[src/rtl/ppu_pkg.sv]
`default_nettype none

package ppu_pkg;

    ////////////////////////////////////////
    // Types
    ////////////////////////////////////////
    typedef logic [15:0] cpu_addr_t;
    typedef logic [7:0]  byte_t;
    typedef logic [12:0] vram_addr_t;
    typedef logic [1:0]  color_t;    // Color index or shade

    typedef enum logic [1:0] {
        HBLANK     = 2'd0,
        VBLANK     = 2'd1,
        OAM_SEARCH = 2'd2,
        PIX_TRANS  = 2'd3
    } ppu_mode_e;

    // Each fetch stage is an address cycle (A) and a data cycle (B)
    typedef enum logic [3:0] {
        IDLE, TILE_ID_A, TILE_ID_B, DATA0_A, DATA0_B, DATA1_A, DATA1_B, WAIT_A, WAIT_B
    } fetch_state_e;

    ////////////////////////////////////////
    // Register map
    ////////////////////////////////////////
    localparam cpu_addr_t ADDR_LCDC = 16'hFF40;
    localparam cpu_addr_t ADDR_STAT = 16'hFF41;
    localparam cpu_addr_t ADDR_SCY  = 16'hFF42;
    localparam cpu_addr_t ADDR_SCX  = 16'hFF43;
    localparam cpu_addr_t ADDR_LY   = 16'hFF44;
    localparam cpu_addr_t ADDR_LYC  = 16'hFF45;
    localparam cpu_addr_t ADDR_BGP  = 16'hFF47;

    localparam cpu_addr_t VRAM_BASE = 16'h8000;
    localparam cpu_addr_t VRAM_LAST = 16'h9FFF;

    localparam vram_addr_t MAP_BASE_LO  = 13'h1800;   // 9800
    localparam vram_addr_t MAP_BASE_HI  = 13'h1C00;   // 9C00
    localparam vram_addr_t TILE_BASE_LO = 13'h0800;   // 8800, signed tile numbers
    localparam vram_addr_t TILE_BASE_HI = 13'h0000;   // 8000, unsigned

    ////////////////////////////////////////
    // Line and frame timing
    ////////////////////////////////////////
    localparam int H_TOTAL_DEF = 456;
    localparam int V_TOTAL_DEF = 154;
    localparam int V_ACTIVE    = 144;
    localparam int H_PIXELS    = 160;
    localparam int OAM_CYCLES  = 80;
    localparam int H_FRONT     = 76;
    localparam int H_SYNC      = 4;
    localparam int V_BACK      = 9;
    localparam int V_SYNC      = 1;

    localparam byte_t BGP_RESET = 8'hFC;

endpackage

`default_nettype wire
[src/rtl/ppu_line_if.sv]
`timescale 1ns/100ps
`default_nettype none

// Line position from the video timing
interface ppu_line_if;
    ppu_pkg::byte_t ly;
    logic           in_vblank;
    logic           oam_phase;
    logic           draw_start;  // One cycle at h count OAM_CYCLES

    modport timing (
        output ly, in_vblank, oam_phase, draw_start
    );

    modport fetcher (
        input draw_start, ly
    );

    modport status (
        input ly, in_vblank, oam_phase
    );
endinterface

`default_nettype wire

[src/rtl/ppu_video_timing.sv]
`timescale 1ns/100ps
`default_nettype none

module ppu_video_timing #(
    parameter int h_total = ppu_pkg::H_TOTAL_DEF,
    parameter int v_total = ppu_pkg::V_TOTAL_DEF
) (
    input  wire logic clk,
    input  wire logic rst,
    input  wire logic lcd_en,
    output logic      hs,
    output logic      vs,
    ppu_line_if.timing line
);

    localparam int HW = $clog2(h_total);

    logic [HW-1:0]  h_count;
    ppu_pkg::byte_t v_count;
    logic           vblank;
    logic           visible;

    // Dot and line counters, parked at zero while the LCD is off
    always_ff @(posedge clk) begin
        if (rst || !lcd_en) begin
            h_count <= '0;
            v_count <= '0;
        end else if (h_count == HW'(h_total - 1)) begin
            h_count <= '0;
            if (v_count == 8'(v_total - 1))
                v_count <= '0;
            else
                v_count <= v_count + 8'd1;
        end else begin
            h_count <= h_count + 1'b1;
        end
    end

    assign vblank  = v_count >= ppu_pkg::V_ACTIVE;
    assign visible = lcd_en && !vblank;

    // Sync strobes
    assign hs = lcd_en && (h_count >= ppu_pkg::H_FRONT) &&
                (h_count < ppu_pkg::H_FRONT + ppu_pkg::H_SYNC);
    assign vs = lcd_en && (v_count >= ppu_pkg::V_ACTIVE + ppu_pkg::V_BACK) &&
                (v_count < ppu_pkg::V_ACTIVE + ppu_pkg::V_BACK + ppu_pkg::V_SYNC);

    assign line.ly         = v_count;
    assign line.in_vblank  = vblank;
    assign line.oam_phase  = visible && (h_count < ppu_pkg::OAM_CYCLES);
    assign line.draw_start = visible && (h_count == ppu_pkg::OAM_CYCLES);

endmodule

`default_nettype wire

[src/flat_wrapper.sv]
// flat-port wrapper written by rule: the top's interface ports become plain ports
module ppu_video_timing_flat 
#(
    parameter int h_total = ppu_pkg::H_TOTAL_DEF,
    parameter int v_total = ppu_pkg::V_TOTAL_DEF
)
  (clk, rst, lcd_en, hs, vs, line_ly, line_in_vblank, line_oam_phase, line_draw_start);
  ppu_line_if line_i ();
  input  wire logic clk;
  input  wire logic rst;
  input  wire logic lcd_en;
  output logic hs;
  output logic vs;
  output wire logic [$bits(line_i.ly)-1:0] line_ly;
  output wire logic [$bits(line_i.in_vblank)-1:0] line_in_vblank;
  output wire logic [$bits(line_i.oam_phase)-1:0] line_oam_phase;
  output wire logic [$bits(line_i.draw_start)-1:0] line_draw_start;
  assign line_ly = line_i.ly;
  assign line_in_vblank = line_i.in_vblank;
  assign line_oam_phase = line_i.oam_phase;
  assign line_draw_start = line_i.draw_start;
  ppu_video_timing #(.h_total(h_total), .v_total(v_total)) u_core (.clk(clk), .rst(rst), .lcd_en(lcd_en), .hs(hs), .vs(vs), .line(line_i));
endmodule
[config.mk]
export PLATFORM = sky130hd
export DESIGN_NAME = ppu_video_timing_flat
export DESIGN_NICKNAME = d
export VERILOG_FILES = /design/src/rtl/ppu_pkg.sv /design/src/rtl/ppu_line_if.sv /design/src/rtl/ppu_video_timing.sv /design/src/flat_wrapper.sv
export SDC_FILE = /design/constraint.sdc
export NUM_CORES = 1
export LEC_CHECK = 0
export BUFFER_PORTS_ARGS = -buffer_cell sky130_fd_sc_hd__buf_4
export CAP_MARGIN = 10
export CORE_MARGIN = 4
export CORE_UTILIZATION = 48
export CTS_CLUSTER_SIZE = 14
export DETAILED_ROUTE_END_ITERATION = 8
export HOLD_SLACK_MARGIN = 0.05
export PLACE_DENSITY_LB_ADDON = 0.15
export SYNTH_ARGS = -nofsm -noshare
export SYNTH_HDL_FRONTEND = slang
export SYNTH_SLANG_ARGS = --single-unit
[constraint.sdc]
create_clock -name clk -period 1.5 [get_ports clk]
set_input_delay 0.375 -clock clk [delete_from_list [all_inputs] [get_ports clk]]
set_output_delay 0.375 -clock clk [all_outputs]
set_load 0.02 [all_outputs]
Word-level counts from Yosys, hierarchy flattened:

Index checks and enable logic that the tools add are counted.

* bits in registers: 17
* bits in latches: 0
* bits in writable memories: 0
* bits in read-only memories: 0
* input bits: 3
* output and inout port bits: 13
* word-level logic and storage cells: 24
* memories kept: 0

* add/subtract/negate cells: 2
* multiply operators: 0
* divide/modulo/power cells: 0
* $lt $le $gt $ge: 5
* eq/ne operators: 3
* shifts and indexed selects: 0
* mux-type cells: 1
* bitwise gates (word level): 0
* reduce and logical (&&, ||, !) cells: 11

Operator list (count)
* 8-bit greater-or-equal comparator, second input constant: 2
* 9-bit by 1-bit adder with 9-bit output, second input constant: 1
* 9-bit by 7-bit equality test with 1-bit output, second input constant: 1
* 9-bit equality test, second input constant: 1
* 9-bit by 7-bit greater-or-equal comparator with 1-bit output, second input constant: 1
* 9-bit by 7-bit less-than comparator with 1-bit output, second input constant: 1
* 8-bit by 1-bit adder with 8-bit output, second input constant: 1
* 8-bit equality test, second input constant: 1
* 8-bit less-than comparator, second input constant: 1
* 8-bit two-way mux: 1
* 1-bit logical AND: 7
* 1-bit logical NOT: 2
* 2-bit OR reduction: 1
* 1-bit logical OR: 1

Logic depth before layout (Yosys ltp):

Gate-level depths: netlist of run 1.

* depth in word-level cells: 4
* depth in mapped cells: 5
* gate-level depth less buffers: 5

Worst setup path after synthesis of run 1:

No wires, ideal clock.

* kind: register to output
* start point: register u_core.v_count[4] (netlist: u_core.line.ly[4])
* end point: output line_draw_start
* arrival: 1.624 ns
* required time: 1.125 ns
* path slack: -0.499 ns
* stages on the path, launching flop included: 4
* path buffers: 0
* cells stage by stage: dfxtp_1 o31a_1 or2_2 nor3_1

* longest elaborated chain between the ends: 4

Ends and longest elaborated chain
* start, declared: line ppu_video_timing.sv:19 `ppu_pkg::byte_t v_count;`
* start signal, assigned: line ppu_video_timing.sv:33 `v_count <= v_count + 8'd1;`
* 8-bit greater-or-equal comparator: line ppu_video_timing.sv:39 `assign vblank = v_count >= ppu_pkg::V_ACTIVE;`
* via line_in_vblank: line flat_wrapper.sv:15 `output wire logic [$bits(line_i.in_vblank)-1:0] line_in_vblank;`
* 1-bit logical NOT: line ppu_video_timing.sv:40 `assign visible = lcd_en && !vblank;`
* 1-bit logical AND: line ppu_video_timing.sv:40
* 1-bit logical AND: line ppu_video_timing.sv:51 `assign line.draw_start = visible && (h_count == ppu_pkg::OAM_CYCLES);`
* end, declared: line flat_wrapper.sv:17 `output wire logic [$bits(line_i.draw_start)-1:0] line_draw_start;`

The timed path passes the listed nets, and every way through them passes these cells.

Final worst setup path of run 1:

* start point: register u_core.h_count[0]
* end point: output line_draw_start

* longest elaborated chain between the ends: 2

Ends and longest elaborated chain
* start, declared: line ppu_video_timing.sv:18 `logic [HW-1:0] h_count;`
* start signal, assigned: line ppu_video_timing.sv:35 `h_count <= h_count + 1'b1;`
* 9-bit by 7-bit equality test with 1-bit output: line ppu_video_timing.sv:51
* 1-bit logical AND: line ppu_video_timing.sv:51

No other way between the ends.

==> metrics.txt, run 1 <==
core area 1800 sq um; final hold vios 0; leading cell types in the layout, fill and taps excluded buf_4, nor2_1, buf_6; DRC 0; status finished with violations; synth top area cells dfxtp_1, nor2_1, xnor2_1, ha_1, xor2_1; register area 369 sq um; fmax 515 MHz; Mapped Cells 107; top_reg_cell synth dfxtp_1; DRT met1 WL 1.33 mm; largest net degree at the start of global routing 10; Slew Viols, Final 0; cell chain of the critical path inv_2 > ha_4 > or4bb_4 > nor3_4 > buf_6; Slew HR 77.8%; Final Cycle Share 130%; n_diodes 0; CTS tree built; Final Critical Period 1940 ps; Mapped Avg Cell Area 8.96 sq um; Synth async-reset ratio 0%; critical path class reg -> out; Clock transition at path regs 100 ps; Syn Nets 115; Max VDD drop 0.000352 V; met2 WL 1.64 mm; die width 52.7 um; failing checks setup timing; CP endpoint kind output port; setup tns final -1680 ps; worst-skew pair later-pin latency 290 ps; vias in the first global route 904; detailed placement HPWL 1.73 mm; GRT Overall Usage 22.0%; Fill cells 82; Die Area 2780 sq um; worst hold stages 3; kind of start point of the critical path flop; RSZ-0062 raised after global routing yes; EDFF count, synth 0; drt wl/cell 18.2 um; CTS Hold Bufs 0; number of cells on the critical path 5; grt ovf 0; slowest CP cell or4bb_4; Pleak 0.688 nW; Clock Sinks 17; Port Buffers 15; global-route wire length before repair 4.33 mm; initial antenna violation count 0; commonest non-fill, non-tap cell in the layout buf_4; fin worst setup slack -443 ps; routed via count 983; Initial Util 53.2%; CP Buf/Inv Count 2; Synth top area share 35.5%; Worst Tran Pin Value 332 ps; CP Max Fanout 2; R2R depth 7; root buf cell clkbuf_4; area leader, netlist dfxtp_1; 1st-iter DRT viols 39; register area share after synthesis 35.5%; Via-to-Cell Ratio 5.49; Top Metal Used met4; crit path DAT 1570 ps; antenna-violating nets left 0; Area growth syn-to-layout 62.7%; Max Cap Viol 0; Multi-input gate area 734 sq um; max incr delay on CP 460 ps; Largest delay share family, worst path simple AND/OR/NAND/NOR gates; post-synth cell types 31; PD cells 487 nW/um^2; #FFs+latches synth 17; synthesized area 958 sq um; H-tree depth 1; DR WL met3 210 um; io pins 16; nets 163; total power 0.760 mW; CTS buffer count 3; Setup Skew 4.17 ps; Req. time, crit path 1120 ps; share of cells above drive strength 1 60.4%; maximum root-to-sink buffer count 2; Layout Utilization 86.5%; # setup viols final 11; Pre-antenna DRT Iters 4; Core Rows 15; routability cong. 0.797; Hold Path Class in -> reg; Die Y 52.7 um; YS warnings 0; wirelength, routed 3.26 mm
-- final timing paths --
path	start	endpoint	slack, ps
setup / recovery	u_core.h_count[0]	line_draw_start	-440
hold / removal	rst	u_core.line.ly[1]	370
setup reg to reg	u_core.h_count[0]	u_core.line.ly[6]	-130
hold reg to reg	u_core.line.ly[7]	u_core.line.ly[7]	570
-- metrics by stage --
step | cells | setup slack [ps] | hold slack (ps) | area (sq um)
floorplan | 107 | -211 | 453 | 996
global placement | 162 | -207 | 527 | 1250
detailed placement | 162 | -272 | 535 | 1250
CTS | 175 | -415 | 359 | 1460
global route | 179 | -500 | 384 | 1560
finish | 179 | -443 | 374 | 1560
-- layout make-up --
cell class	instances	area share (%)
Timing Repair Buffer	44	24.1
Multi-Input combinational cell	83	47.1
Clock buffer	4	1.69
Inverter	6	1.44
Tap cell	25	2.01
Sequential cell	17	23.7
-- cells in the mapped netlist (2+ instances only) --
cell type  number
nand3_1         8
nand2_1         8
nor2_1         20
xnor2_1         8
nor4_2          2
ha_1            5
xor2_1          6
nor3_1          4
dfxtp_1        17
inv_1           6
nand4_1         3
-- registers in the layout, summed over array words and instances, names as in the netlist --
| register | count |
|---|---|
| u_core.line.ly | 8 |
| u_core.h_count | 9 |
-- cell families (layout without fill, tap and decap cells) --
| logic type | count (synthesis) | after routing | share of synthesized area, % |
|---|---|---|---|
| buffers and inverters | 7 | 54 | 3.52 |
| AOI/OAI and AO/OA | 5 | 5 | 4.70 |
| and+or+nand+nor | 59 | 59 | 36.9 |
| adders and majority gates | 5 | 5 | 6.53 |
| DFF | 17 | 17 | 35.5 |
| xor gates and xnor gates | 14 | 14 | 12.8 |
-- worst register-to-register path, cell delays in order, from the launching register on --
cell	delay (ps)
dfxtp_2	370
buf_4	160
ha_4	150
nand4b_4	150
buf_6	170
nor4_4	290
xnor2_1	170
nor2_1	60
-- per-layer routing --
layer	up-vias	GRT usage, %
met4	0	10.6
li1	462	-
met5	-	0
met2	40	36.0
met3	10	5.13
met1	471	26.7
-- where the power goes --
part           leakage, nW  internal (mW)  switching (mW)  total (mW)
combinational        0.527         0.0258          0.0301      0.0559
clock               0.0150          0.103           0.151       0.255
sequential           0.146          0.447         0.00273       0.449
-- timing repair --
item,4_1_cts,5_1_grt
buffers inserted,10,5
resized for setup,34,19
pin swaps,12,6
setup endpoints to repair,20,17
No activity file was read; power rests on OpenSTA's default activity.
==> run 2: changes to the inputs <==
--- a/config.mk
+++ b/config.mk
@@ -8,7 +8,8 @@
 export BUFFER_PORTS_ARGS = -buffer_cell sky130_fd_sc_hd__buf_4
 export CAP_MARGIN = 10
 export CORE_MARGIN = 4
-export CORE_UTILIZATION = 48
+export CORE_UTILIZATION = 51
+export CTS_BUF_LIST = sky130_fd_sc_hd__clkbuf_8
 export CTS_CLUSTER_SIZE = 14
 export DETAILED_ROUTE_END_ITERATION = 8
 export HOLD_SLACK_MARGIN = 0.05
==> metrics.txt, run 2 (synthesis gave the netlist of run 1 again) <==
commonest non-fill, non-tap cell in the layout buf_4; fin worst setup slack -435 ps; Max VDD drop 0.000532 V; R2R Setup Slk -150 ps; R2R Path Start u_core.h_count[0]; reg2reg end u_core.line.ly[5]; share of cells above drive strength 1 52.4%; detailed placement HPWL 1.76 mm; Multi-input gate area 716 sq um; Core Rows 15; Slew Viols, Final 0; grt ovf 0; root buf cell clkbuf_8; Initial Util 54.9%; die width 51.4 um; maximum root-to-sink buffer count 2; Req. time, crit path 1120 ps; WHS Endpoint u_core.line.ly[1]; R2R depth 7; GRT Overall Usage 22.9%; fmax 517 MHz; Hold Path Class in -> reg; register area 360 sq um; status finished with violations; CTS buffer count 3; routability cong. 0.808; max FFs per register 9; Clock transition at path regs 60 ps; total power 0.832 mW; kind of start point of the critical path flop; worst-skew pair later-pin latency 250 ps; Max Cap Viol 0; nets 156; initial antenna violation count 0; 1st-iter DRT viols 45; setup tns final -1520 ps; vias in the first global route 937; Via-to-Cell Ratio 5.64; DRC 0; min-delay src rst; drt wl/cell 17.7 um; Port Buffers 15; RSZ-0062 raised after global routing yes; Fill cells 86; io pins 16; largest net degree at the start of global routing 10; Reg with most FFs u_core.h_count; Worst Tran Pin Value 366 ps; wirelength, routed 3.04 mm; critical path class reg -> out; worst hold stages 3; core area 1750 sq um; Pleak 0.638 nW; routed via count 970; Layout Utilization 86.0%; Pre-antenna DRT Iters 4; CTS tree built; CP endpoint kind output port; Area growth syn-to-layout 56.7%; global-route wire length before repair 4.48 mm; antenna-violating nets left 0; H-tree depth 1; Final Critical Period 1930 ps; Die Y 51.4 um; CP Max Fanout 2; PD cells 554 nW/um^2; crit path DAT 1560 ps; Clock Sinks 17; Setup Skew 2.13 ps; leading cell types in the layout, fill and taps excluded buf_4, nor2_1, buf_6; final hold vios 0; Die Area 2640 sq um; failing checks setup timing; n_diodes 0; # setup viols final 12; Final Cycle Share 129%; Slew HR 75.5%
run 2: what timing repair did:
item | CTS | global route
pin swaps | 9 | 7
setup buffers | 4 | 1
hold endpoints to repair | 0 | 0
resized for setup | 22 | 16
endpoints found under the setup margin | 18 | 20
hold buffers | 0 | 0
run 2: area by class of cell:
| type | instances | share of cell area, % |
|---|---|---|
| timing repair buffer | 37 | 21.6 |
| inverter | 6 | 1.67 |
| clock inverter | 1 | 0.250 |
| multi-input combinational | 83 | 47.7 |
| tap | 25 | 2.08 |
| clock buffer | 3 | 2.75 |
| sequential | 17 | 24.0 |
run 2: per-stage QoR:
| stage | cell area (sq um) | worst slack (ps) | std cells | hold WS, ps |
|---|---|---|---|---|
| 3_5_place_dp | 1280 | -243 | 164 | 519 |
| 5_1_grt | 1500 | -519 | 172 | 437 |
| 4_1_cts | 1440 | -369 | 172 | 411 |
| 6_report | 1500 | -435 | 172 | 424 |
| 2_1_floorplan | 996 | -211 | 107 | 453 |
| 3_3_place_gp | 1280 | -221 | 164 | 496 |
run 2: worst max path at each step:
stage	cells past startpoint	start	slack (ps)	to
global route	5	u_core.h_count[0]	-520	line_draw_start
detailed placement	5	u_core.h_count[0]	-240	line_draw_start
finish	5	u_core.h_count[0]	-430	line_draw_start
global placement	5	u_core.h_count[0]	-220	line_draw_start
floorplan	4	u_core.h_count[0]	-210	line_draw_start
CTS	5	u_core.h_count[0]	-370	line_draw_start
run 2: report_power, final:
part	leakage, nW	switching [mW]	internal [mW]
logic	0.468	0.0285	0.0212
registers	0.143	0.00166	0.448
clock network	0.0269	0.150	0.181
total	0.638	0.181	0.651
run 2: critical path: stages, from the launching register on:
cell and delay, ps:
dfxtp_1 330, inv_1 70, ha_1 150, or4bb_4 480
nor3_4 150, buf_6 140
run 2: routing by layer:
metal  global-route usage, %  routed length, um
met1                    27.7               1150
met2                    39.5               1600
met3                    3.79                234
met4                    10.5                 59
met5                       0                  0
