--- config.mk ---
export PLATFORM = sky130hd
export DESIGN_NAME = ppu_bg_fetcher_flat
export DESIGN_NICKNAME = d
export VERILOG_FILES = /design/src/rtl/ppu_pkg.sv /design/src/rtl/ppu_line_if.sv /design/src/rtl/ppu_cfg_if.sv /design/src/rtl/ppu_bg_fetcher.sv /design/src/flat_wrapper.sv
export SDC_FILE = /design/constraint.sdc
export NUM_CORES = 1
export LEC_CHECK = 0
export CAP_MARGIN = 20
export CORE_MARGIN = 4
export CORE_UTILIZATION = 55
export DETAILED_ROUTE_END_ITERATION = 8
export DONT_BUFFER_PORTS = 1
export PLACE_DENSITY = 0.79
export SYNTH_ARGS = -nofsm -noshare
export SYNTH_HDL_FRONTEND = slang
export SYNTH_SLANG_ARGS = --single-unit
--- constraint.sdc ---
create_clock -name clk -period 6.1 [get_ports clk]
set_clock_uncertainty 0.15 [all_clocks]
set_input_delay 1.525 -clock clk [delete_from_list [all_inputs] [get_ports clk]]
set_output_delay 1.525 -clock clk [all_outputs]
set_load 0.01 [all_outputs]
--- src/rtl/ppu_pkg.sv ---
`default_nettype none

package ppu_pkg;

    ////////////////////////////////////////
    // Types
    ////////////////////////////////////////
    typedef logic [15:0] cpu_addr_t;
    typedef logic [7:0]  byte_t;
    typedef logic [12:0] vram_addr_t;
    typedef logic [1:0]  color_t;    // Color index or shade

    typedef enum logic [1:0] {
        HBLANK     = 2'd0,
        VBLANK     = 2'd1,
        OAM_SEARCH = 2'd2,
        PIX_TRANS  = 2'd3
    } ppu_mode_e;

    // Each fetch stage is an address cycle (A) and a data cycle (B)
    typedef enum logic [3:0] {
        IDLE, TILE_ID_A, TILE_ID_B, DATA0_A, DATA0_B, DATA1_A, DATA1_B, WAIT_A, WAIT_B
    } fetch_state_e;

    ////////////////////////////////////////
    // Register map
    ////////////////////////////////////////
    localparam cpu_addr_t ADDR_LCDC = 16'hFF40;
    localparam cpu_addr_t ADDR_STAT = 16'hFF41;
    localparam cpu_addr_t ADDR_SCY  = 16'hFF42;
    localparam cpu_addr_t ADDR_SCX  = 16'hFF43;
    localparam cpu_addr_t ADDR_LY   = 16'hFF44;
    localparam cpu_addr_t ADDR_LYC  = 16'hFF45;
    localparam cpu_addr_t ADDR_BGP  = 16'hFF47;

    localparam cpu_addr_t VRAM_BASE = 16'h8000;
    localparam cpu_addr_t VRAM_LAST = 16'h9FFF;

    localparam vram_addr_t MAP_BASE_LO  = 13'h1800;   // 9800
    localparam vram_addr_t MAP_BASE_HI  = 13'h1C00;   // 9C00
    localparam vram_addr_t TILE_BASE_LO = 13'h0800;   // 8800, signed tile numbers
    localparam vram_addr_t TILE_BASE_HI = 13'h0000;   // 8000, unsigned

    ////////////////////////////////////////
    // Line and frame timing
    ////////////////////////////////////////
    localparam int H_TOTAL_DEF = 456;
    localparam int V_TOTAL_DEF = 154;
    localparam int V_ACTIVE    = 144;
    localparam int H_PIXELS    = 160;
    localparam int OAM_CYCLES  = 80;
    localparam int H_FRONT     = 76;
    localparam int H_SYNC      = 4;
    localparam int V_BACK      = 9;
    localparam int V_SYNC      = 1;

    localparam byte_t BGP_RESET = 8'hFC;

endpackage

`default_nettype wire
--- src/rtl/ppu_line_if.sv ---
`timescale 1ns/100ps
`default_nettype none

// Line position from the video timing
interface ppu_line_if;
    ppu_pkg::byte_t ly;
    logic           in_vblank;
    logic           oam_phase;
    logic           draw_start;  // One cycle at h count OAM_CYCLES

    modport timing (
        output ly, in_vblank, oam_phase, draw_start
    );

    modport fetcher (
        input draw_start, ly
    );

    modport status (
        input ly, in_vblank, oam_phase
    );
endinterface

`default_nettype wire

--- src/rtl/ppu_cfg_if.sv ---
`timescale 1ns/100ps
`default_nettype none

// Control fields decoded from LCDC plus scroll and palette
interface ppu_cfg_if;
    logic          lcd_en;
    logic          bg_en;
    logic          bg_map_sel;      // 1 selects the 9C00 map
    logic          tile_data_sel;   // 1 selects 8000 tile data
    ppu_pkg::byte_t scx;
    ppu_pkg::byte_t scy;
    ppu_pkg::byte_t bgp;

    modport regs (
        output lcd_en, bg_en, bg_map_sel, tile_data_sel, scx, scy, bgp
    );

    modport fetcher (
        input lcd_en, bg_en, bg_map_sel, tile_data_sel, scx, scy, bgp
    );
endinterface

`default_nettype wire

--- src/rtl/ppu_bg_fetcher.sv ---
`timescale 1ns/100ps
`default_nettype none

module ppu_bg_fetcher (
    input  wire logic            clk,
    input  wire logic            rst,
    ppu_cfg_if.fetcher           cfg,
    ppu_line_if.fetcher          line,
    input  wire ppu_pkg::byte_t  rd_data,
    output ppu_pkg::vram_addr_t  fetch_addr,
    output logic                 drawing,
    output ppu_pkg::color_t      pixel,
    output logic                 valid
);

    ppu_pkg::fetch_state_e state;
    logic                  busy;
    logic [4:0]            fifo_cnt;
    ppu_pkg::color_t       fifo [16];       // Entry 0 is the next pixel out
    ppu_pkg::color_t       fifo_next [16];
    logic [4:0]            level;
    logic [4:0]            tile_x;
    logic [2:0]            drop_cnt;
    ppu_pkg::byte_t        pix_cnt;
    ppu_pkg::byte_t        tile_id;
    ppu_pkg::byte_t        tile_adj;
    ppu_pkg::byte_t        data0;
    ppu_pkg::byte_t        data1;
    ppu_pkg::byte_t        map_y;
    ppu_pkg::vram_addr_t   map_addr;
    ppu_pkg::vram_addr_t   tile_addr;
    ppu_pkg::color_t       head;
    logic                  plane;
    logic                  shift;
    logic                  push;
    logic                  last;

    assign drawing = busy | line.draw_start;

    ////////////////////////////////////////
    // Fetch addresses
    ////////////////////////////////////////
    assign map_y    = line.ly + cfg.scy;
    assign map_addr = (cfg.bg_map_sel ? ppu_pkg::MAP_BASE_HI : ppu_pkg::MAP_BASE_LO) +
                      ppu_pkg::vram_addr_t'({map_y[7:3], tile_x});

    // 8800 mode flips the sign bit so tile 0 sits at 9000
    assign tile_adj  = {~(cfg.tile_data_sel ^ tile_id[7]), tile_id[6:0]};
    assign plane     = state inside {ppu_pkg::DATA1_A, ppu_pkg::DATA1_B};
    assign tile_addr = (cfg.tile_data_sel ? ppu_pkg::TILE_BASE_HI : ppu_pkg::TILE_BASE_LO) +
                       ppu_pkg::vram_addr_t'({tile_adj, map_y[2:0], plane});

    assign fetch_addr = (state inside {ppu_pkg::DATA0_A, ppu_pkg::DATA0_B,
                                       ppu_pkg::DATA1_A, ppu_pkg::DATA1_B}) ?
                        tile_addr : map_addr;

    ////////////////////////////////////////
    // Pixel FIFO
    ////////////////////////////////////////
    assign shift = busy && (fifo_cnt > 5'd8);
    assign level = fifo_cnt - 5'(shift);
    assign push  = (state == ppu_pkg::WAIT_B) && (level <= 5'd8);
    assign last  = shift && (drop_cnt == 3'd0) &&
                   (pix_cnt == 8'(ppu_pkg::H_PIXELS - 1));
    assign head  = cfg.bg_en ? fifo[0] : 2'd0;

    always_comb begin
        fifo_next = fifo;
        if (shift) begin
            for (int i = 0; i < 15; i++)
                fifo_next[i] = fifo[i + 1];
        end
        if (push) begin
            // New tile lands behind what is left, leftmost pixel first
            for (int j = 0; j < 8; j++)
                fifo_next[level + j] = {data1[7 - j], data0[7 - j]};
        end
    end

    ////////////////////////////////////////
    // Fetch FSM
    ////////////////////////////////////////
    always_ff @(posedge clk) begin
        if (rst || !cfg.lcd_en) begin
            state    <= ppu_pkg::IDLE;
            busy     <= 1'b0;
            fifo_cnt <= '0;
            valid    <= 1'b0;
        end else begin
            valid    <= shift && (drop_cnt == 3'd0);
            fifo_cnt <= level + (push ? 5'd8 : 5'd0);
            if (shift && drop_cnt != 3'd0)
                drop_cnt <= drop_cnt - 3'd1;     // Fine scroll
            if (shift && drop_cnt == 3'd0)
                pix_cnt <= pix_cnt + 8'd1;
            case (state)
                ppu_pkg::IDLE: begin
                    if (line.draw_start) begin
                        state    <= ppu_pkg::TILE_ID_A;
                        busy     <= 1'b1;
                        tile_x   <= cfg.scx[7:3];
                        drop_cnt <= cfg.scx[2:0];
                        pix_cnt  <= '0;
                    end
                end
                ppu_pkg::TILE_ID_A: state <= ppu_pkg::TILE_ID_B;
                ppu_pkg::TILE_ID_B: begin
                    state  <= ppu_pkg::DATA0_A;
                    tile_x <= tile_x + 5'd1;     // Map address already taken
                end
                ppu_pkg::DATA0_A:   state <= ppu_pkg::DATA0_B;
                ppu_pkg::DATA0_B:   state <= ppu_pkg::DATA1_A;
                ppu_pkg::DATA1_A:   state <= ppu_pkg::DATA1_B;
                ppu_pkg::DATA1_B:   state <= ppu_pkg::WAIT_A;
                ppu_pkg::WAIT_A:    state <= ppu_pkg::WAIT_B;
                ppu_pkg::WAIT_B:    if (push) state <= ppu_pkg::TILE_ID_A;
                default:            state <= ppu_pkg::IDLE;
            endcase
            if (last) begin
                state    <= ppu_pkg::IDLE;
                busy     <= 1'b0;
                fifo_cnt <= '0;
            end
        end
    end

    // Datapath
    always_ff @(posedge clk) begin
        fifo <= fifo_next;
        if (state == ppu_pkg::TILE_ID_B)
            tile_id <= rd_data;
        if (state == ppu_pkg::DATA0_B)
            data0 <= rd_data;
        if (state == ppu_pkg::DATA1_B)
            data1 <= rd_data;
        pixel <= cfg.bgp[{head, 1'b0} +: 2];     // Palette lookup
    end

endmodule

`default_nettype wire

--- src/flat_wrapper.sv ---
// flat-port wrapper written by rule: the top's interface ports become plain ports
module ppu_bg_fetcher_flat 
  (clk, rst, rd_data, fetch_addr, drawing, pixel, valid, cfg_lcd_en, cfg_bg_en, cfg_bg_map_sel, cfg_tile_data_sel, cfg_scx, cfg_scy, cfg_bgp, line_draw_start, line_ly);
  ppu_cfg_if cfg_i ();
  ppu_line_if line_i ();
  input  wire logic clk;
  input  wire logic rst;
  input  wire ppu_pkg::byte_t rd_data;
  output ppu_pkg::vram_addr_t fetch_addr;
  output logic drawing;
  output ppu_pkg::color_t pixel;
  output logic valid;
  input wire logic [$bits(cfg_i.lcd_en)-1:0] cfg_lcd_en;
  input wire logic [$bits(cfg_i.bg_en)-1:0] cfg_bg_en;
  input wire logic [$bits(cfg_i.bg_map_sel)-1:0] cfg_bg_map_sel;
  input wire logic [$bits(cfg_i.tile_data_sel)-1:0] cfg_tile_data_sel;
  input wire logic [$bits(cfg_i.scx)-1:0] cfg_scx;
  input wire logic [$bits(cfg_i.scy)-1:0] cfg_scy;
  input wire logic [$bits(cfg_i.bgp)-1:0] cfg_bgp;
  input wire logic [$bits(line_i.draw_start)-1:0] line_draw_start;
  input wire logic [$bits(line_i.ly)-1:0] line_ly;
  assign cfg_i.lcd_en = cfg_lcd_en;
  assign cfg_i.bg_en = cfg_bg_en;
  assign cfg_i.bg_map_sel = cfg_bg_map_sel;
  assign cfg_i.tile_data_sel = cfg_tile_data_sel;
  assign cfg_i.scx = cfg_scx;
  assign cfg_i.scy = cfg_scy;
  assign cfg_i.bgp = cfg_bgp;
  assign line_i.draw_start = line_draw_start;
  assign line_i.ly = line_ly;
  ppu_bg_fetcher u_core (.clk(clk), .rst(rst), .cfg(cfg_i), .line(line_i), .rd_data(rd_data), .fetch_addr(fetch_addr), .drawing(drawing), .pixel(pixel), .valid(valid));
endmodule
# ---- Yosys cells after proc, flatten, opt, wreduce, memory -nomap -nowiden
# Index checks and enable logic that the tools add are counted.
dict set report classes {
  n_addsub 15
  order_cmp 18
  eq_ne 11
  shifts 1
  n_mux 42
  n_bitwise 12
  reduce_logical 25
}
# operator count
set ops {}
lappend ops {{$ge A33 B5 Y1 const B} 8}
lappend ops {{$lt A33 B1 Y1 const B} 8}
lappend ops {{$bwmux W32} 8}
lappend ops {{$not A32 Y33} 7}
lappend ops {{$demux W2 S4} 8}
lappend ops {{$pmux W4 S9} 1}
lappend ops {{$not A5 Y33} 1}
lappend ops {{$mux W32} 1}
lappend ops {{$mux W30} 1}
lappend ops {{$add A5 B3 Y6 const B} 4}
lappend ops {{$mux W8} 3}
lappend ops {{$mux W2} 9}
lappend ops {{$eq A4 B3 Y1 const B} 4}
lappend ops {{$add A13 B10 Y13} 1}
lappend ops {{$add A13 B12 Y13} 1}
lappend ops {{$logic_and A1 B1 Y1} 13}
lappend ops {{$mux W13} 1}
lappend ops {{$add A5 B2 Y6 const B} 2}
lappend ops {{$mux W12} 1}
lappend ops {{$mux W4} 3}
lappend ops {{$mux W11} 1}
lappend ops {{$pmux W5 S2} 1}
lappend ops {{$mux W3} 3}
lappend ops {{$add A8 B1 Y8 const B} 1}
lappend ops {{29 further kinds} 33}
dict set report word_totals {
  ff_bits 85
  in_bits 47
  out_inout_bits 17
  word_cells 151
}

# ---- Depth between registers and ports, before layout
dict set report depth {
  ltp_word 17
  depth_mapped 23
  mapped_depth_nobuf 18
}

# ---- Worst setup path after synthesis
# No wires, ideal clock.
dict set report synth_path {
  kind {register to register}
  from {reg u_core.fifo_cnt[2]}
  to {reg (tool-made name)}
  setup_ns 0.259
  t_arrival_ns 4.432
  required_ns 5.691
  path_slack_ns 1.259
  path_stages_with_launch 20
  n_path_buf 5
  period_less_slack_ns 4.841
  cell_sequence {dfxtp_1 -> buf_2 -> o31a_1 -> o21ai_2 -> buf_4 -> buf_4 -> inv_1 -> ha_1 -> ha_1 -> xor2_2 -> inv_2 -> buf_2 -> buf_1 -> ha_1 -> nand2_1 -> xnor2_1 -> nor2_1 -> or3_1 -> nor4b_1 -> a21oi_1}
}
# item line_no
set synth_lines {}
lappend synth_lines {{start, declared} ppu_bg_fetcher.sv:18} ;# logic [4:0] fifo_cnt;
lappend synth_lines {{start signal, assigned} ppu_bg_fetcher.sv:91} ;# fifo_cnt <= level + (push ? 5'd8 : 5'd0);

==> impl_metrics.toml <==
[run_status]
outcome = "complete, no violations"

[logic_synthesis]
synth-simple-area-share = 0.241
syn_area_per_cell_sq_um = 7.81
async_reset_ff_frac = 0
synth_cell_types = 82
synth_top_family_by_area = "compound AO/OA/AOI/OAI gates"
synth-compound-area-share = 0.268
ys.flop_type = "dfxtp_1"
synth_warnings = 0
synth_edf_count = 42
ys_seq_elements = 85
syn-instance-count = 1016
netlist_area_sq_um = 7930
muxShareOfSynthArea = 0.0751
synth_nets = 1086
synth_seq_area_share = 0.267
synth_fa_ha_area_frac = 0.0372
synthXorXnorAreaFrac = 0.0563

[floorplanning]
fp.dieW_microns = 128
start_util = 0.567
rows = 43
core_sq_um = 14000
die_area_sq_um = 16400
ios = 64
die_h_microns = 128

[critical_path]
path_class = "flip-flop to flip-flop"
cp-end-kind = "flip-flop"
cp.arrival_ns = 5.38
cp_max_fo = 22
startpoint_type = "flip-flop"
crit_required_ns = 6.04

[pwr]
max-vdd-ir-drop_mv = 0.144
p_leak_nw = 3.14
p_per_area_nw_per_um2 = 151

[layout]
areaGrowthSynthToFinish_pct = 4.38
final_area_sq_um = 8280
fin_cells = 1160
insertedDiodeCount = 0
drive_above_1_share = 0.0857
utilization = 0.592
final_nets = 1046

[route]
drtAntennaViolNets = 0
via_per_inst = 7.33
drc_errors = 0
routed_wl_microns = 31600
wl_per_cell_microns = 27.2
vias = 8497
drt_first_pass_iters = 9
drt_iter0_markers = 1251

[placed_design]
port_buffers = 0
place_worst_setup_slack_ns = 0.842
placed_cell_area_sq_um = 7990
hpwlAfterDp_microns = 22900
place.gp.congestion = 1.06
dp_cells = 1145

[sta]
slew_headroom = 0.260
final_max_slew_viol_count = 0
setup_viol = 0
tightestPinTransition_ns = 1.10
rsz0062_at_grt = "false"
setup_ws_ns = 0.666
setup_tns_ns = 0
max_freq_mhz = 184
min_period_ns = 5.43
final-hold-violation-count = 0
fin_crit_sh = 0.891

[global_routing]
antenna_found_initial = 0
first_global_vias = 8266
grt_use_total = 0.388
grt_first_pass_wirelength_microns = 48300
grt_remaining_overflow = 0
grt_max_degree = 41

[clock_tree]
clock_tree.buffer_depth = 2
cts_made_buffers = 9
cts.sinks = 85
cts.clk_slew.worst_paths_ns = 0.07
holdBufCountCts = 0
htreeDepth = 3
cts_resized = 0
insertion_delay_ns = 0.36
root_buffer = "clkbuf_16"
cts_tree = "done"
post_cts.repair.setup_buffers = 0

[flow_run]
max-cap-violations = 0

[min_path]
min_path_type = "flip-flop to flip-flop"
-- through the flow --
stage	hold WS (ns)	power, mW
floorplan	0.309	0.674
global placement	0.340	0.685
detailed placement	0.349	0.687
CTS	0.362	1.26
global route	0.395	1.29
finish	0.355	1.25
-- cell type report --
cell class,count,area [sq um]
Fill cell,1307,5710
Multi-Input combinational cell,830,5390
Sequential cell,85,2120
Clock buffer,9,225
Tap cell,180,225
Inverter,34,133
Timing Repair Buffer,16,120
Clock inverter,6,71.3
-- power by group --
part           total [mW]  internal [mW]  switching [mW]
sequential          0.614          0.607         0.00702
combinational      0.0611         0.0250          0.0361
clock               0.579          0.319           0.260
total                1.25          0.951           0.303
-- routing by layer --
layer | GRT usage | part of all wire
met5 | 0 | 0
met4 | 0.282 | 0.084
met3 | 0.126 | 0.13
met2 | 0.579 | 0.42
met1 | 0.466 | 0.36
-- worst max-delay path, cell delays in order (launching register included) --
cell	delay [ns]
dfxtp_1	0.71
o31a_1	0.29
o21ai_4	0.06
inv_1	0.13
ha_1	0.21
ha_1	0.50
xor2_2	0.61
inv_2	0.36
ha_1	0.29
nand2b_1	0.09
nand2_1	0.17
xnor2_1	0.55
nor2_1	0.19
or3_1	0.44
nor4b_1	0.27
a21oi_1	0.15
-- registers in the layout, indices dropped and copies added, names as in the netlist, named ones only --
name / count
u_core.fifo: 30
u_core.drop_cnt: 3
u_core.busy: 1
u_core.tile_x: 5
u_core.pix_cnt: 8
u_core.state: 4
u_core.tile_id: 8
u_core.fifo_cnt: 5
u_core.valid: 1
u_core.data1: 8
u_core.pixel: 2
u_core.data0: 8
-- cell families (layout without fill, tap and decap cells) --
logic type	after synthesis	count (layout)
DFF	85	85
AOI/OAI and AO/OA	303	303
buffers and inverters	101	65
muxes	57	57
xor gates and xnor gates	40	40
adders and majority gates	23	23
and+or+nand+nor	407	407
-- synthesized netlist by cell type (18+ instances only) --
cell / number / area (sq um)
nand2_1: 116 / 435
nor2_1: 115 / 432
a21oi_1: 55 / 275
clkbuf_1: 43 / 161
dfxtp_1: 43 / 861
o21ai_0: 43 / 215
edfxtp_1: 42 / 1260
nor3_1: 42 / 210
nand3_1: 39 / 195
mux2i_1: 37 / 370
inv_1: 30 / 113
ha_1: 22 / 275
o22ai_1: 22 / 138
a221oi_1: 21 / 184
xnor2_1: 21 / 184
mux2_2: 20 / 225
or3_1: 18 / 113
-- worst paths after layout --
path | start | end | slack (ns) | cells after the start
min | u_core.fifo[30] | u_core.pixel[1] | 0.35 | 2
max reg2reg | u_core.fifo_cnt[3] | flip-flop | 0.67 | 15
min reg2reg | u_core.fifo[30] | u_core.pixel[1] | 0.35 | 2
max | u_core.fifo_cnt[3] | flip-flop | 0.67 | 15
-- placed cells by master, fill, tap and decap left out, types with 11 or more instances in the layout --
cell,count
o211ai_1,17
ha_1,22
xor2_1,11
edfxtp_1,42
xnor2_1,21
a211oi_1,17
nand2b_1,15
a221oi_1,21
mux2_2,20
nand3_1,39
mux2i_1,37
o221ai_1,14
inv_1,30
nor3_1,42
a31oi_1,15
buf_4,16
dfxtp_1,43
o22ai_1,22
a21oi_1,55
or3_1,18
o21ai_0,43
nor2_1,115
nand2_1,116
(Power assumes the default switching activity.)
