File: src/rtl/ppu_pkg.sv
`default_nettype none

package ppu_pkg;

    ////////////////////////////////////////
    // Types
    ////////////////////////////////////////
    typedef logic [15:0] cpu_addr_t;
    typedef logic [7:0]  byte_t;
    typedef logic [12:0] vram_addr_t;
    typedef logic [1:0]  color_t;    // Color index or shade

    typedef enum logic [1:0] {
        HBLANK     = 2'd0,
        VBLANK     = 2'd1,
        OAM_SEARCH = 2'd2,
        PIX_TRANS  = 2'd3
    } ppu_mode_e;

    // Each fetch stage is an address cycle (A) and a data cycle (B)
    typedef enum logic [3:0] {
        IDLE, TILE_ID_A, TILE_ID_B, DATA0_A, DATA0_B, DATA1_A, DATA1_B, WAIT_A, WAIT_B
    } fetch_state_e;

    ////////////////////////////////////////
    // Register map
    ////////////////////////////////////////
    localparam cpu_addr_t ADDR_LCDC = 16'hFF40;
    localparam cpu_addr_t ADDR_STAT = 16'hFF41;
    localparam cpu_addr_t ADDR_SCY  = 16'hFF42;
    localparam cpu_addr_t ADDR_SCX  = 16'hFF43;
    localparam cpu_addr_t ADDR_LY   = 16'hFF44;
    localparam cpu_addr_t ADDR_LYC  = 16'hFF45;
    localparam cpu_addr_t ADDR_BGP  = 16'hFF47;

    localparam cpu_addr_t VRAM_BASE = 16'h8000;
    localparam cpu_addr_t VRAM_LAST = 16'h9FFF;

    localparam vram_addr_t MAP_BASE_LO  = 13'h1800;   // 9800
    localparam vram_addr_t MAP_BASE_HI  = 13'h1C00;   // 9C00
    localparam vram_addr_t TILE_BASE_LO = 13'h0800;   // 8800, signed tile numbers
    localparam vram_addr_t TILE_BASE_HI = 13'h0000;   // 8000, unsigned

    ////////////////////////////////////////
    // Line and frame timing
    ////////////////////////////////////////
    localparam int H_TOTAL_DEF = 456;
    localparam int V_TOTAL_DEF = 154;
    localparam int V_ACTIVE    = 144;
    localparam int H_PIXELS    = 160;
    localparam int OAM_CYCLES  = 80;
    localparam int H_FRONT     = 76;
    localparam int H_SYNC      = 4;
    localparam int V_BACK      = 9;
    localparam int V_SYNC      = 1;

    localparam byte_t BGP_RESET = 8'hFC;

endpackage

`default_nettype wire
File: src/rtl/ppu_cfg_if.sv
`timescale 1ns/100ps
`default_nettype none

// Control fields decoded from LCDC plus scroll and palette
interface ppu_cfg_if;
    logic          lcd_en;
    logic          bg_en;
    logic          bg_map_sel;      // 1 selects the 9C00 map
    logic          tile_data_sel;   // 1 selects 8000 tile data
    ppu_pkg::byte_t scx;
    ppu_pkg::byte_t scy;
    ppu_pkg::byte_t bgp;

    modport regs (
        output lcd_en, bg_en, bg_map_sel, tile_data_sel, scx, scy, bgp
    );

    modport fetcher (
        input lcd_en, bg_en, bg_map_sel, tile_data_sel, scx, scy, bgp
    );
endinterface

`default_nettype wire

File: src/rtl/ppu_regs.sv
`timescale 1ns/100ps
`default_nettype none

module ppu_regs (
    input  wire logic               clk,
    input  wire logic               rst,
    input  wire ppu_pkg::cpu_addr_t a,
    input  wire ppu_pkg::byte_t     din,
    input  wire logic               wr,
    input  wire ppu_pkg::byte_t     vram_rd_data,
    input  wire logic               drawing,
    input  wire ppu_pkg::byte_t     ly,
    input  wire ppu_pkg::ppu_mode_e mode,
    input  wire logic               coincidence,
    output ppu_pkg::byte_t          dout,
    output logic [3:0]              stat_enables,
    output ppu_pkg::byte_t          lyc,
    ppu_cfg_if.regs                 cfg
);

    ppu_pkg::byte_t lcdc;
    ppu_pkg::byte_t scy;
    ppu_pkg::byte_t scx;
    ppu_pkg::byte_t bgp;
    logic           in_vram;

    assign in_vram = (a >= ppu_pkg::VRAM_BASE) && (a <= ppu_pkg::VRAM_LAST);

    ////////////////////////////////////////
    // CPU writes
    ////////////////////////////////////////
    always_ff @(posedge clk) begin
        if (rst) begin
            lcdc         <= 8'h00;       // LCD off
            stat_enables <= 4'h0;
            scy          <= 8'h00;
            scx          <= 8'h00;
            lyc          <= 8'h00;
            bgp          <= ppu_pkg::BGP_RESET;
        end else if (wr) begin
            case (a)
                ppu_pkg::ADDR_LCDC: lcdc <= din;
                ppu_pkg::ADDR_STAT: stat_enables <= din[6:3];  // Only the enables are writable
                ppu_pkg::ADDR_SCY:  scy <= din;
                ppu_pkg::ADDR_SCX:  scx <= din;
                ppu_pkg::ADDR_LYC:  lyc <= din;
                ppu_pkg::ADDR_BGP:  bgp <= din;
                default: ;                   // LY is read only
            endcase
        end
    end

    ////////////////////////////////////////
    // CPU reads
    ////////////////////////////////////////
    always_comb begin
        dout = 8'hFF;
        case (a)
            ppu_pkg::ADDR_LCDC: dout = lcdc;
            ppu_pkg::ADDR_STAT: dout = {1'b1, stat_enables, coincidence, mode};
            ppu_pkg::ADDR_SCY:  dout = scy;
            ppu_pkg::ADDR_SCX:  dout = scx;
            ppu_pkg::ADDR_LY:   dout = ly;
            ppu_pkg::ADDR_LYC:  dout = lyc;
            ppu_pkg::ADDR_BGP:  dout = bgp;
            default: begin
                // VRAM is locked out while the fetcher owns it
                if (in_vram && !drawing)
                    dout = vram_rd_data;
            end
        endcase
    end

    // LCDC fields
    assign cfg.lcd_en        = lcdc[7];
    assign cfg.tile_data_sel = lcdc[4];
    assign cfg.bg_map_sel    = lcdc[3];
    assign cfg.bg_en         = lcdc[0];
    assign cfg.scx           = scx;
    assign cfg.scy           = scy;
    assign cfg.bgp           = bgp;

endmodule

`default_nettype wire

File: src/flat_wrapper.sv
// flat-port wrapper written by rule: the top's interface ports become plain ports
module ppu_regs_flat 
  (clk, rst, a, din, wr, vram_rd_data, drawing, ly, mode, coincidence, dout, stat_enables, lyc, cfg_lcd_en, cfg_bg_en, cfg_bg_map_sel, cfg_tile_data_sel, cfg_scx, cfg_scy, cfg_bgp);
  ppu_cfg_if cfg_i ();
  input  wire logic clk;
  input  wire logic rst;
  input  wire ppu_pkg::cpu_addr_t a;
  input  wire ppu_pkg::byte_t din;
  input  wire logic wr;
  input  wire ppu_pkg::byte_t vram_rd_data;
  input  wire logic drawing;
  input  wire ppu_pkg::byte_t ly;
  input  wire ppu_pkg::ppu_mode_e mode;
  input  wire logic coincidence;
  output ppu_pkg::byte_t dout;
  output logic [3:0] stat_enables;
  output ppu_pkg::byte_t lyc;
  output wire logic [$bits(cfg_i.lcd_en)-1:0] cfg_lcd_en;
  output wire logic [$bits(cfg_i.bg_en)-1:0] cfg_bg_en;
  output wire logic [$bits(cfg_i.bg_map_sel)-1:0] cfg_bg_map_sel;
  output wire logic [$bits(cfg_i.tile_data_sel)-1:0] cfg_tile_data_sel;
  output wire logic [$bits(cfg_i.scx)-1:0] cfg_scx;
  output wire logic [$bits(cfg_i.scy)-1:0] cfg_scy;
  output wire logic [$bits(cfg_i.bgp)-1:0] cfg_bgp;
  assign cfg_lcd_en = cfg_i.lcd_en;
  assign cfg_bg_en = cfg_i.bg_en;
  assign cfg_bg_map_sel = cfg_i.bg_map_sel;
  assign cfg_tile_data_sel = cfg_i.tile_data_sel;
  assign cfg_scx = cfg_i.scx;
  assign cfg_scy = cfg_i.scy;
  assign cfg_bgp = cfg_i.bgp;
  ppu_regs u_core (.clk(clk), .rst(rst), .a(a), .din(din), .wr(wr), .vram_rd_data(vram_rd_data), .drawing(drawing), .ly(ly), .mode(mode), .coincidence(coincidence), .dout(dout), .stat_enables(stat_enables), .lyc(lyc), .cfg(cfg_i));
endmodule
File: config.mk
export PLATFORM = sky130hd
export DESIGN_NAME = ppu_regs_flat
export DESIGN_NICKNAME = d
export VERILOG_FILES = /design/src/rtl/ppu_pkg.sv /design/src/rtl/ppu_cfg_if.sv /design/src/rtl/ppu_regs.sv /design/src/flat_wrapper.sv
export SDC_FILE = /design/constraint.sdc
export NUM_CORES = 1
export LEC_CHECK = 0
export BUFFER_PORTS_ARGS = -buffer_cell sky130_fd_sc_hd__buf_2
export CORE_ASPECT_RATIO = 1.75
export CORE_UTILIZATION = 44
export DETAILED_ROUTE_END_ITERATION = 16
export HOLD_SLACK_MARGIN = 0.02
export PLACE_DENSITY = 0.79
export SLEW_MARGIN = 15
export SYNTH_ARGS = -nofsm -noshare
export SYNTH_HDL_FRONTEND = slang
export SYNTH_SLANG_ARGS = --single-unit
File: constraint.sdc
create_clock -name clk -period 2.36 [get_ports clk]
set_clock_uncertainty 0.05 [all_clocks]
set_input_delay 0.472 -clock clk [delete_from_list [all_inputs] [get_ports clk]]
set_output_delay 0.472 -clock clk [all_outputs]
set_load 0.01 [all_outputs]
# ---- Word level (Yosys, flattened, before mapping)
# Index checks and enable logic that the tools add are counted.
dict set report totals {
  input_bits 47
  word_cells 26
  out_inout_bits 48
  ff_bits 44
}
dict set report op_classes {
  reduce_logical 9
  order_cmp 2
  eq_ne 7
  mux 2
}
# cell count
set ops {}
lappend ops {{equality test 16 bit, second input constant} 7}
lappend ops {{case mux 8 bit (7 select lines)} 1}
lappend ops {{>= comparator 16 bit, second input constant} 1}
lappend ops {{less-or-equal comparator 16 bit, second input constant} 1}
lappend ops {{AND reduction 2 bit} 6}
lappend ops {{two-way mux 8 bit} 1}
lappend ops {{logical AND 1 bit} 2}
lappend ops {{zero test 1 bit} 1}

# ---- Logic depth before layout (Yosys ltp)
# Gate-level depths: netlist (run 1).
dict set report logic_depth {
  word_depth 5
  mapped_depth 7
  mapped_depth_nobuf 4
}

# ---- Worst setup path before layout (run 1)
# Ideal clock, no wire load.
dict set report synth_path {
  path_type {input to output}
  start {input port a[5]}
  end {output port dout[5]}
  slack_ns -0.195
  required_ns 1.838
  path_stages 5
  arrival_ns 2.033
  path_buffers 1
  cell_sequence {or4b_4 -> buf_6 -> or4_4 -> o32a_1 -> a21oi_1}
}
dict set report synth_via {
  elab_chain_len 5
  word_cells_on_any_way 13
  cone_classes {2 x order compare; 7 x eq/ne; 2 x mux; 2 x reduce/logical}
}
# element line_no
set synth_lines {}
lappend synth_lines {{start, declared} flat_wrapper.sv:7} ;# input wire ppu_pkg::cpu_addr_t a;
lappend synth_lines {{>= comparator 16 bit / less-or-equal comparator 16 bit (equally long branches)} ppu_regs.sv:27} ;# assign in_vram = (a >= ppu_pkg::VRAM_BASE) && (a <= ppu_pkg::VRAM_LAST);
lappend synth_lines {{logical AND 1 bit} ppu_regs.sv:27}
lappend synth_lines {{logical AND 1 bit} ppu_regs.sv:68} ;# if (in_vram && !drawing)
lappend synth_lines {{two-way mux 8 bit} ppu_regs.sv:68}
lappend synth_lines {{case mux 8 bit (7 select lines) *} ppu_regs.sv:58} ;# case (a)
lappend synth_lines {{end, declared} flat_wrapper.sv:15} ;# output ppu_pkg::byte_t dout;
# Every way passes the cells marked *; elsewhere a longest branch is shown, timed or not.

# ---- Worst setup path after layout (run 1)
dict set report layout_path {
  start {input port a[4]}
  end {output port dout[5]}
}
# The elaborated chain is that of the path after synthesis.

==> qor.txt, run 1 <==
Crit Path Category: primary input to primary output
nets: 463
initial antenna violation count: 0
CTS Hold Bufs: 0
antenna cell count: 0
DRC: 0
vias in the first global route: 2837
total setup buffers inserted after CTS: 0
GRT Util Overall: 0.293
Critical Path AT: 2.07 ns
Max Used Layer: met4
mean post-synth cell area: 8.32 um^2
Slew HR: 0.467
Die Height: 102 um
fin area: 3440 um^2
fin. max-slew vios: 0
Syn Nets: 350
Pwr Density: 444 nW/um^2
largest net degree at the start of global routing: 45
slew at the pin closest to its max-slew limit: 0.800 ns
Synth warnings: 0
Root Driver: clkbuf_8
synthesized flop and latch total: 44
H-tree Lvls: 2
IO Count: 95
VDD IR max: 0.335 mV
Maximum Capacitance Violations: 0
Starting Density: 0.455
share of post-route cells with drive strength above 1: 0.412
Worst setup SP type: primary input
Critical Path RT: 1.84 ns
Worst-Skew Late Latency: 0.30 ns
Distinct cells, synth: 45
Cells after Synth: 303
port buffer count: 94
status: complete, but fails checks
clock slew at reported path FFs: 0.08 ns
clk sink count: 44
global-route wire length before repair: 13300 um
Critical Path Sink Type: primary output
Most used DFF post-synth: dfxtp_1
CTS Buffer Depth: 2
CP max FO: 5
num rows: 36
cts bufs inserted: 5
Synth Cell Area: 2520 um^2
fmax: 0.386 GHz
vias per std cell: 6.13
Final ANT Viol Nets: 0
Placed Area: 3270 um^2
crit share post-route: 1.10
gpl congestion: 0.974
Final WS setup: -0.231 ns
Final Hold Vio Count: 0
Core Area: 5540 um^2
final WL: 8810 um
vias: 3022
TritonCTS clock tree: yes
hold crit path type: flip-flop to flip-flop
Final min period: 2.59 ns
Area Growth Syn to Fin: 36.4%
register area share after synthesis: 0.350
Pleak: 0.00139 uW
Die X-Extent: 59.2 um
failing checks: negative setup slack
Post-synth EDFFs: 0
dpl hpwl: 6650 um
WL per Instance: 17.9 um
routed wl met2: 4420 um
cell count after placement: 485
met3 wire len: 589 um
detailed router's first-iteration violation count: 145
async set-or-reset flop fraction in the synthesized netlist: 0
RSZ-0062 raised after global routing: true
die area: 6050 um^2
final std cells w/o fill: 493
total gr overflow: 0
wl on met1: 3120 um
setup violators final: 8
first-pass iteration count of the detailed router: 4
path summary, 6_finish.rpt:
kind                                   startpoint  slack (ns)                end  cells after the start
worst min register to register     u_core.lcdc[5]        0.43     u_core.lcdc[5]                      2
worst max register to register  u_core.cfg.scy[0]        1.60  u_core.cfg.scy[0]                      2
worst min-delay path               u_core.lcdc[5]        0.43     u_core.lcdc[5]                      2
worst max-delay path                         a[4]       -0.23            dout[5]                      6
worst max-delay path, cell delays in order:
cell     delay (ns)
buf_2          0.11
or4b_4         0.58
or4_4          0.45
o32a_1         0.19
a21oi_2        0.12
buf_2          0.14
where the power goes:
part           total (uW)  internal [uW]  switching [uW]
clock                 585            313             271
sequential            742            742         0.00555
combinational         198           79.3             119
cell type report:
type	count	area, um^2
Inverter	1	3.75
Sequential cell	44	881
Clock inverter	3	42.5
Fill cell	521	2100
Timing Repair Buffer	133	782
Tap cell	76	95.1
Clock buffer	5	68.8
Multi-Input combinational cell	231	1560
stage by stage:
stage | setup TNS, ns | setup WS [ns] | hold slack (ns) | total power [uW] | utilization
floorplan | -0.111 | -0.0733 | 0.395 | 846 | -
global placement | -1.52 | -0.261 | 0.406 | 945 | 0.590
detailed placement | -1.71 | -0.244 | 0.414 | 949 | 0.590
CTS | -1.34 | -0.211 | 0.426 | 1520 | 0.618
global route | -2.19 | -0.302 | 0.434 | 1570 | 0.620
finish | -1.41 | -0.231 | 0.428 | 1520 | 0.620
cell usage in the layout (no fill, tap or decap), types with 6 or more instances in the layout:
cell | synthesis | routed
mux2i_1 | 7 | 7
buf_2 | 5 | 93
buf_4 | 4 | 38
mux2_2 | 6 | 6
dfxtp_1 | 44 | 44
nand3_1 | 19 | 16
nand4_1 | 31 | 31
and3_1 | 6 | 6
a21oi_1 | 41 | 40
o21ai_0 | 36 | 36
a211o_1 | 6 | 6
a31oi_1 | 6 | 6
nor2_1 | 17 | 17
flip-flops by register name, indices dropped and copies added (netlist names):
| register | count |
|---|---|
| u_core.lyc | 8 |
| u_core.lcdc | 8 |
| u_core.cfg.bgp | 8 |
| u_core.stat_enables | 4 |
| u_core.cfg.scx | 8 |
| u_core.cfg.scy | 8 |
timing repair:
action / in CTS / in global routing
setup endpoints to repair: 8 / 8
pin swaps: 8 / 0
resized for setup: 13 / 3
logic make-up after synthesis:
logic type      synth area share
buf+inv                   0.0611
simple gates               0.276
compound gates             0.259
flops                      0.350
mux                       0.0546
per-layer routing:
layer / vias up / GRT usage
met2: 169 / 0.485
met4: 0 / 0.249
met1: 1397 / 0.311
met5: - / 0
li1: 1408 / -
met3: 48 / 0.0519
cells in the mapped netlist (5+ instances only):
| library cell | instances | area share |
|---|---|---|
| dfxtp_1 | 44 | 0.35 |
| o21ai_0 | 36 | 0.071 |
| a22oi_1 | 8 | 0.024 |
| a211o_1 | 6 | 0.021 |
| mux2_2 | 6 | 0.027 |
| and3_1 | 6 | 0.015 |
| buf_2 | 5 | 0.0099 |
| nand4_1 | 31 | 0.077 |
| nand3_1 | 19 | 0.038 |
| nor2_1 | 17 | 0.025 |
| a21oi_1 | 41 | 0.081 |
| mux2i_1 | 7 | 0.028 |
| nand2_1 | 5 | 0.0074 |
| clkbuf_1 | 12 | 0.018 |
| a31oi_1 | 6 | 0.015 |
| a2111oi_0 | 8 | 0.028 |
(Power assumes the default switching activity.)
==> inputs of run 2 (changes only) <==
Settings changed: ABC_AREA set to 1, CORE_UTILIZATION 44 to 45, PLACE_DENSITY 0.79 to 0.8.
==> run 2 against run 1 <==
Net effect:
- the run now ends clean
- die area up 0.87%
- sequential power is essentially flat
- via count down 3.5%
- largest cell class unchanged
==> qor.txt, run 2 <==
async set-or-reset flop fraction in the synthesized netlist: 0
Most used DFF post-synth: dfxtp_1
Clk pwr share: 0.361
Critical Path RT: 1.84 ns
vias: 2916
Gate power share: 0.094
met3 wire len: 367 um
initial antenna violation count: 0
Cells after Synth: 407
Adder-Cell Fraction of Synth Area: 0
mux contribution to synthesized area: 0
vias in the first global route: 2490
Syn Nets: 454
Final min period: 2.28 ns
GRT Util Overall: 0.253
CP max FO: 9
vias per std cell: 5.00
wl on met1: 2910 um
Synth Cell Area: 2600 um^2
Synth Area in Simple Gates: 0.376
Starting Density: 0.466
gpl congestion: 0.930
first-pass iteration count of the detailed router: 4
nets: 553
global-route wire length before repair: 11400 um
Synth Area in Compound Gates: 0.142
Pwr Density: 412 nW/um^2
Int Power: 1030 uW
Critical Path Sink Type: primary output
Area Growth Syn to Fin: 27.1%
crit share post-route: 0.968
share of post-route cells with drive strength above 1: 0.294
mean post-synth cell area: 6.39 um^2
DRC: 0
Pleak: 0.00160 uW
Die Height: 103 um
hold crit path type: primary input to flip-flop
P_sw: 332 uW
most frequent cells in the layout: 94 x buf_2, 83 x nand2_1, 79 x nand3_1
Max Used Layer: met4
Maximum Capacitance Violations: 0
dpl hpwl: 5840 um
cts bufs inserted: 5
Final ANT Viol Nets: 0
TritonCTS clock tree: yes
synth top area cells: dfxtp_1 34%, nand3_1 15%, nand2_1 12%, inv_1 8.7%, a21oi_1 7.1%
Hold Worst Slack: 0.335 ns
fillcell total: 575
XOR/XNOR share of the synthesized area: 0
synthesized flop and latch total: 44
port buffer count: 94
Core Util, Final: 0.592
WL per Instance: 13.3 um
total gr overflow: 0
setup violators final: 0
worst slack at placement: 0.0817 ns
register area share after synthesis: 0.339
Die X-Extent: 59.5 um
Post-synth EDFFs: 0
Worst-Skew Late Latency: 0.30 ns
Switching Fraction: 0.244
Worst setup SP type: primary input
H-tree Lvls: 2
clock slew at reported path FFs: 0.09 ns
largest net degree at the start of global routing: 41
Total Power: 1360 uW
Final WS setup: 0.0753 ns
largest family of logic cells by synthesized area: simple AND/OR/NAND/NOR gates
num rows: 36
share of the synthesized area in the top cell type: 0.339
IO Count: 95
routed wl met2: 4130 um
CTS Buffer Depth: 2
Slew HR: 0.773
Synth warnings: 0
Root Driver: clkbuf_8
detailed router's first-iteration violation count: 121
Core Area: 5590 um^2
Critical Path AT: 1.76 ns
Crit Path Category: primary input to primary output
slew at the pin closest to its max-slew limit: 0.339 ns
sequential power share: 0.545
status: complete, no violations
fmax: 0.438 GHz
fin. max-slew vios: 0
Distinct cells, synth: 22
CTS Hold Bufs: 0
Final Hold Vio Count: 0
area leader, netlist: dfxtp_1
setup_tns: 0 ns
die area: 6100 um^2
commonest non-fill, non-tap cell in the layout: buf_2
clk sink count: 44
VDD IR max: 0.373 mV
final WL: 7760 um
top-count cell post-synth: nand2_1
Synth top cells by count: 83 x nand2_1, 79 x nand3_1, 60 x inv_1
antenna cell count: 0
RSZ-0062 raised after global routing: true
[run 2: layer usage]
metal  up-vias  GRT usage
met5         -          0
met4         0      0.145
met3        26     0.0376
met2       101      0.465
met1      1289      0.264
li1       1500          -
[run 2: logic make-up (layout without fill, tap and decap cells)]
logic type | Yosys count | after routing
simple gates | 202 | 202
buf+inv | 89 | 189
flops | 44 | 44
compound gates | 72 | 72
[run 2: stage by stage]
step           instance area [um^2]  cells
6_report                       3310    583
5_1_grt                        3310    583
4_1_cts                        3230    578
3_5_place_dp                   3140    570
3_3_place_gp                   3140    570
2_1_floorplan                  2600    407
[run 2: repair_timing]
item | in CTS | in global routing
endpoints found under the setup margin | 0 | 8
resized for setup | 0 | 4
buffers inserted | 0 | 5
[run 2: worst max-delay path: stages]
cell,delay [ns]
buf_2,0.10
nor2_1,0.17
nand2_4,0.15
nor2_4,0.26
nand3_1,0.10
nand2_1,0.09
inv_2,0.03
nand2_1,0.12
nor2_1,0.06
nand2_1,0.06
buf_2,0.13
[run 2: cell type report]
cell class / count / area [um^2] / share of cell area
Timing Repair Buffer: 107 / 593 / 0.179
Clock buffer: 8 / 90.1 / 0.0273
Inverter: 74 / 278 / 0.0840
Tap cell: 76 / 95.1 / 0.0288
Sequential cell: 44 / 881 / 0.266
Multi-Input combinational cell: 274 / 1370 / 0.414
[run 2: path summary, 6_finish.rpt]
| path | cells past startpoint | end | startpoint | slack (ns) |
|---|---|---|---|---|
| worst max-delay path | 11 | dout[1] | a[5] | 0.08 |
| worst min-delay path | 2 | u_core.stat_enables[2] | rst | 0.33 |
| worst max register to register | 2 | u_core.lcdc[7] | u_core.lcdc[7] | 1.67 |
| worst min register to register | 2 | u_core.lcdc[6] | u_core.lcdc[6] | 0.41 |
[run 2: power by group through the flow]
stage               registers, uW  clock network (uW)  logic [uW]
CTS                           742                 497         126
floorplan                     759                   0        56.4
global route                  742                 541         142
detailed placement            759                   0         125
global placement              759                   0         123
finish                        742                 491         128
==> inputs of run 3 (changes only) <==
Settings changed: REMOVE_ABC_BUFFERS set to 1.
==> run 3 against run 2 <==
Net effect:
- first-iteration DRC count decreased by 20%
- sequential cell count stayed put
- combinational power about the same
- count of clock-buffer cells in the layout down 3
- clock power up 9.8%
==> qor.txt, run 3 (synthesis gave the netlist of run 2 again) <==
status: complete, no violations
total gr overflow: 0
Final WS setup: 0.140 ns
die area: 6100 um^2
Slew HR: 0.770
num rows: 36
Critical Path RT: 1.84 ns
global-route wire length before repair: 11200 um
WL per Instance: 12.7 um
vias: 2903
clk sink count: 44
CP max FO: 17
final WL: 7440 um
clock slew at reported path FFs: 0.07 ns
worst slack at placement: 0.0317 ns
detailed router's first-iteration violation count: 97
Placed Area: 3150 um^2
vias in the first global route: 2577
setup violators final: 0
Crit Path Category: primary input to primary output
fin. max-slew vios: 0
H-tree Lvls: 2
antenna cell count: 0
Final Hold Vio Count: 0
Worst setup SP type: primary input
dpl hpwl: 5600 um
VDD IR max: 0.374 mV
crit share post-route: 0.941
Pwr Density: 421 nW/um^2
cts bufs inserted: 5
fmax: 0.450 GHz
commonest non-fill, non-tap cell in the layout: buf_2
share of post-route cells with drive strength above 1: 0.301
Critical Path Sink Type: primary output
CTS Buffer Depth: 2
most frequent cells in the layout: 94 x buf_2, 83 x nand2_1, 78 x nand3_1
Root Driver: clkbuf_8
fin area: 3350 um^2
Die X-Extent: 59.5 um
Starting Density: 0.466
fillcell total: 536
GRT Util Overall: 0.243
Pleak: 0.00162 uW
hold crit path type: primary input to flip-flop
Final min period: 2.22 ns
DRC: 0
first-pass iteration count of the detailed router: 4
final std cells w/o fill: 584
vias per std cell: 4.97
Area Growth Syn to Fin: 29.0%
Core Area: 5590 um^2
Die Height: 103 um
cell count after placement: 571
Worst-Skew Late Latency: 0.30 ns
nets: 556
Critical Path AT: 1.70 ns
largest net degree at the start of global routing: 41
gpl congestion: 0.809
IO Count: 95
slew at the pin closest to its max-slew limit: 0.345 ns
port buffer count: 94
TritonCTS clock tree: yes
initial antenna violation count: 0
Final ANT Viol Nets: 0
Maximum Capacitance Violations: 0
run 3: timing repair:
item,4_1_cts,5_1_grt
buffers inserted,0,6
resized for setup,0,8
hold buffers,0,0
endpoints found under the setup margin,0,8
hold endpoints to repair,0,0
run 3: final cells by class:
class	instances	area (um^2)	area share
clock buffers	5	68.8	0.0205
multi-input cells	275	1390	0.413
well taps	76	95.1	0.0284
flip-flops and latches	44	881	0.263
clock inverters	1	30.0	0.00896
inverters	74	278	0.0828
repair buffers	109	616	0.184
run 3: stage by stage:
step | TNS, ns | hold WS (ns) | power, uW | util
2_1_floorplan | 0 | 0.376 | 810 | -
4_1_cts | 0 | 0.330 | 1410 | 0.582
3_5_place_dp | 0 | 0.388 | 882 | 0.564
3_3_place_gp | 0 | 0.382 | 880 | 0.564
5_1_grt | -0.000329 | 0.345 | 1450 | 0.600
6_report | 0 | 0.341 | 1410 | 0.600
run 3: where the power goes:
part | internal, uW | leakage (uW) | switching (uW)
clock | 304 | 0.0000501 | 235
sequential | 742 | 0.000354 | 0.00870
combinational | 50.1 | 0.00121 | 80.5
total | 1100 | 0.00162 | 316
run 3: routing by layer:
layer | share of wire | track usage | wire (um) | vias up
li1 | - | - | - | 1503
met1 | 0.40 | 0.262 | 2950 | 1289
met2 | 0.52 | 0.447 | 3880 | 92
met3 | 0.052 | 0.0376 | 384 | 19
met4 | 0.031 | 0.119 | 231 | 0
met5 | 0 | 0 | 0 | -
run 3: critical path, cell delays in order:
cell and delay, ns:
buf_2 0.08, nand2_1 0.06, inv_1 0.05, nand2_1 0.13, nor2_8 0.18, buf_6 0.20
o2111ai_4 0.18, nand3_1 0.14, nand2_1 0.06, buf_2 0.14
run 3: path summary, 6_finish.rpt:
| check | cells after the start | startpoint | end | slack, ns |
|---|---|---|---|---|
| worst max register to register | 2 | u_core.stat_enables[3] | u_core.stat_enables[3] | 1.67 |
| worst max-delay path | 10 | a[11] | dout[1] | 0.14 |
| worst min register to register | 2 | u_core.lcdc[1] | u_core.lcdc[1] | 0.40 |
| worst min-delay path | 2 | rst | u_core.stat_enables[2] | 0.34 |
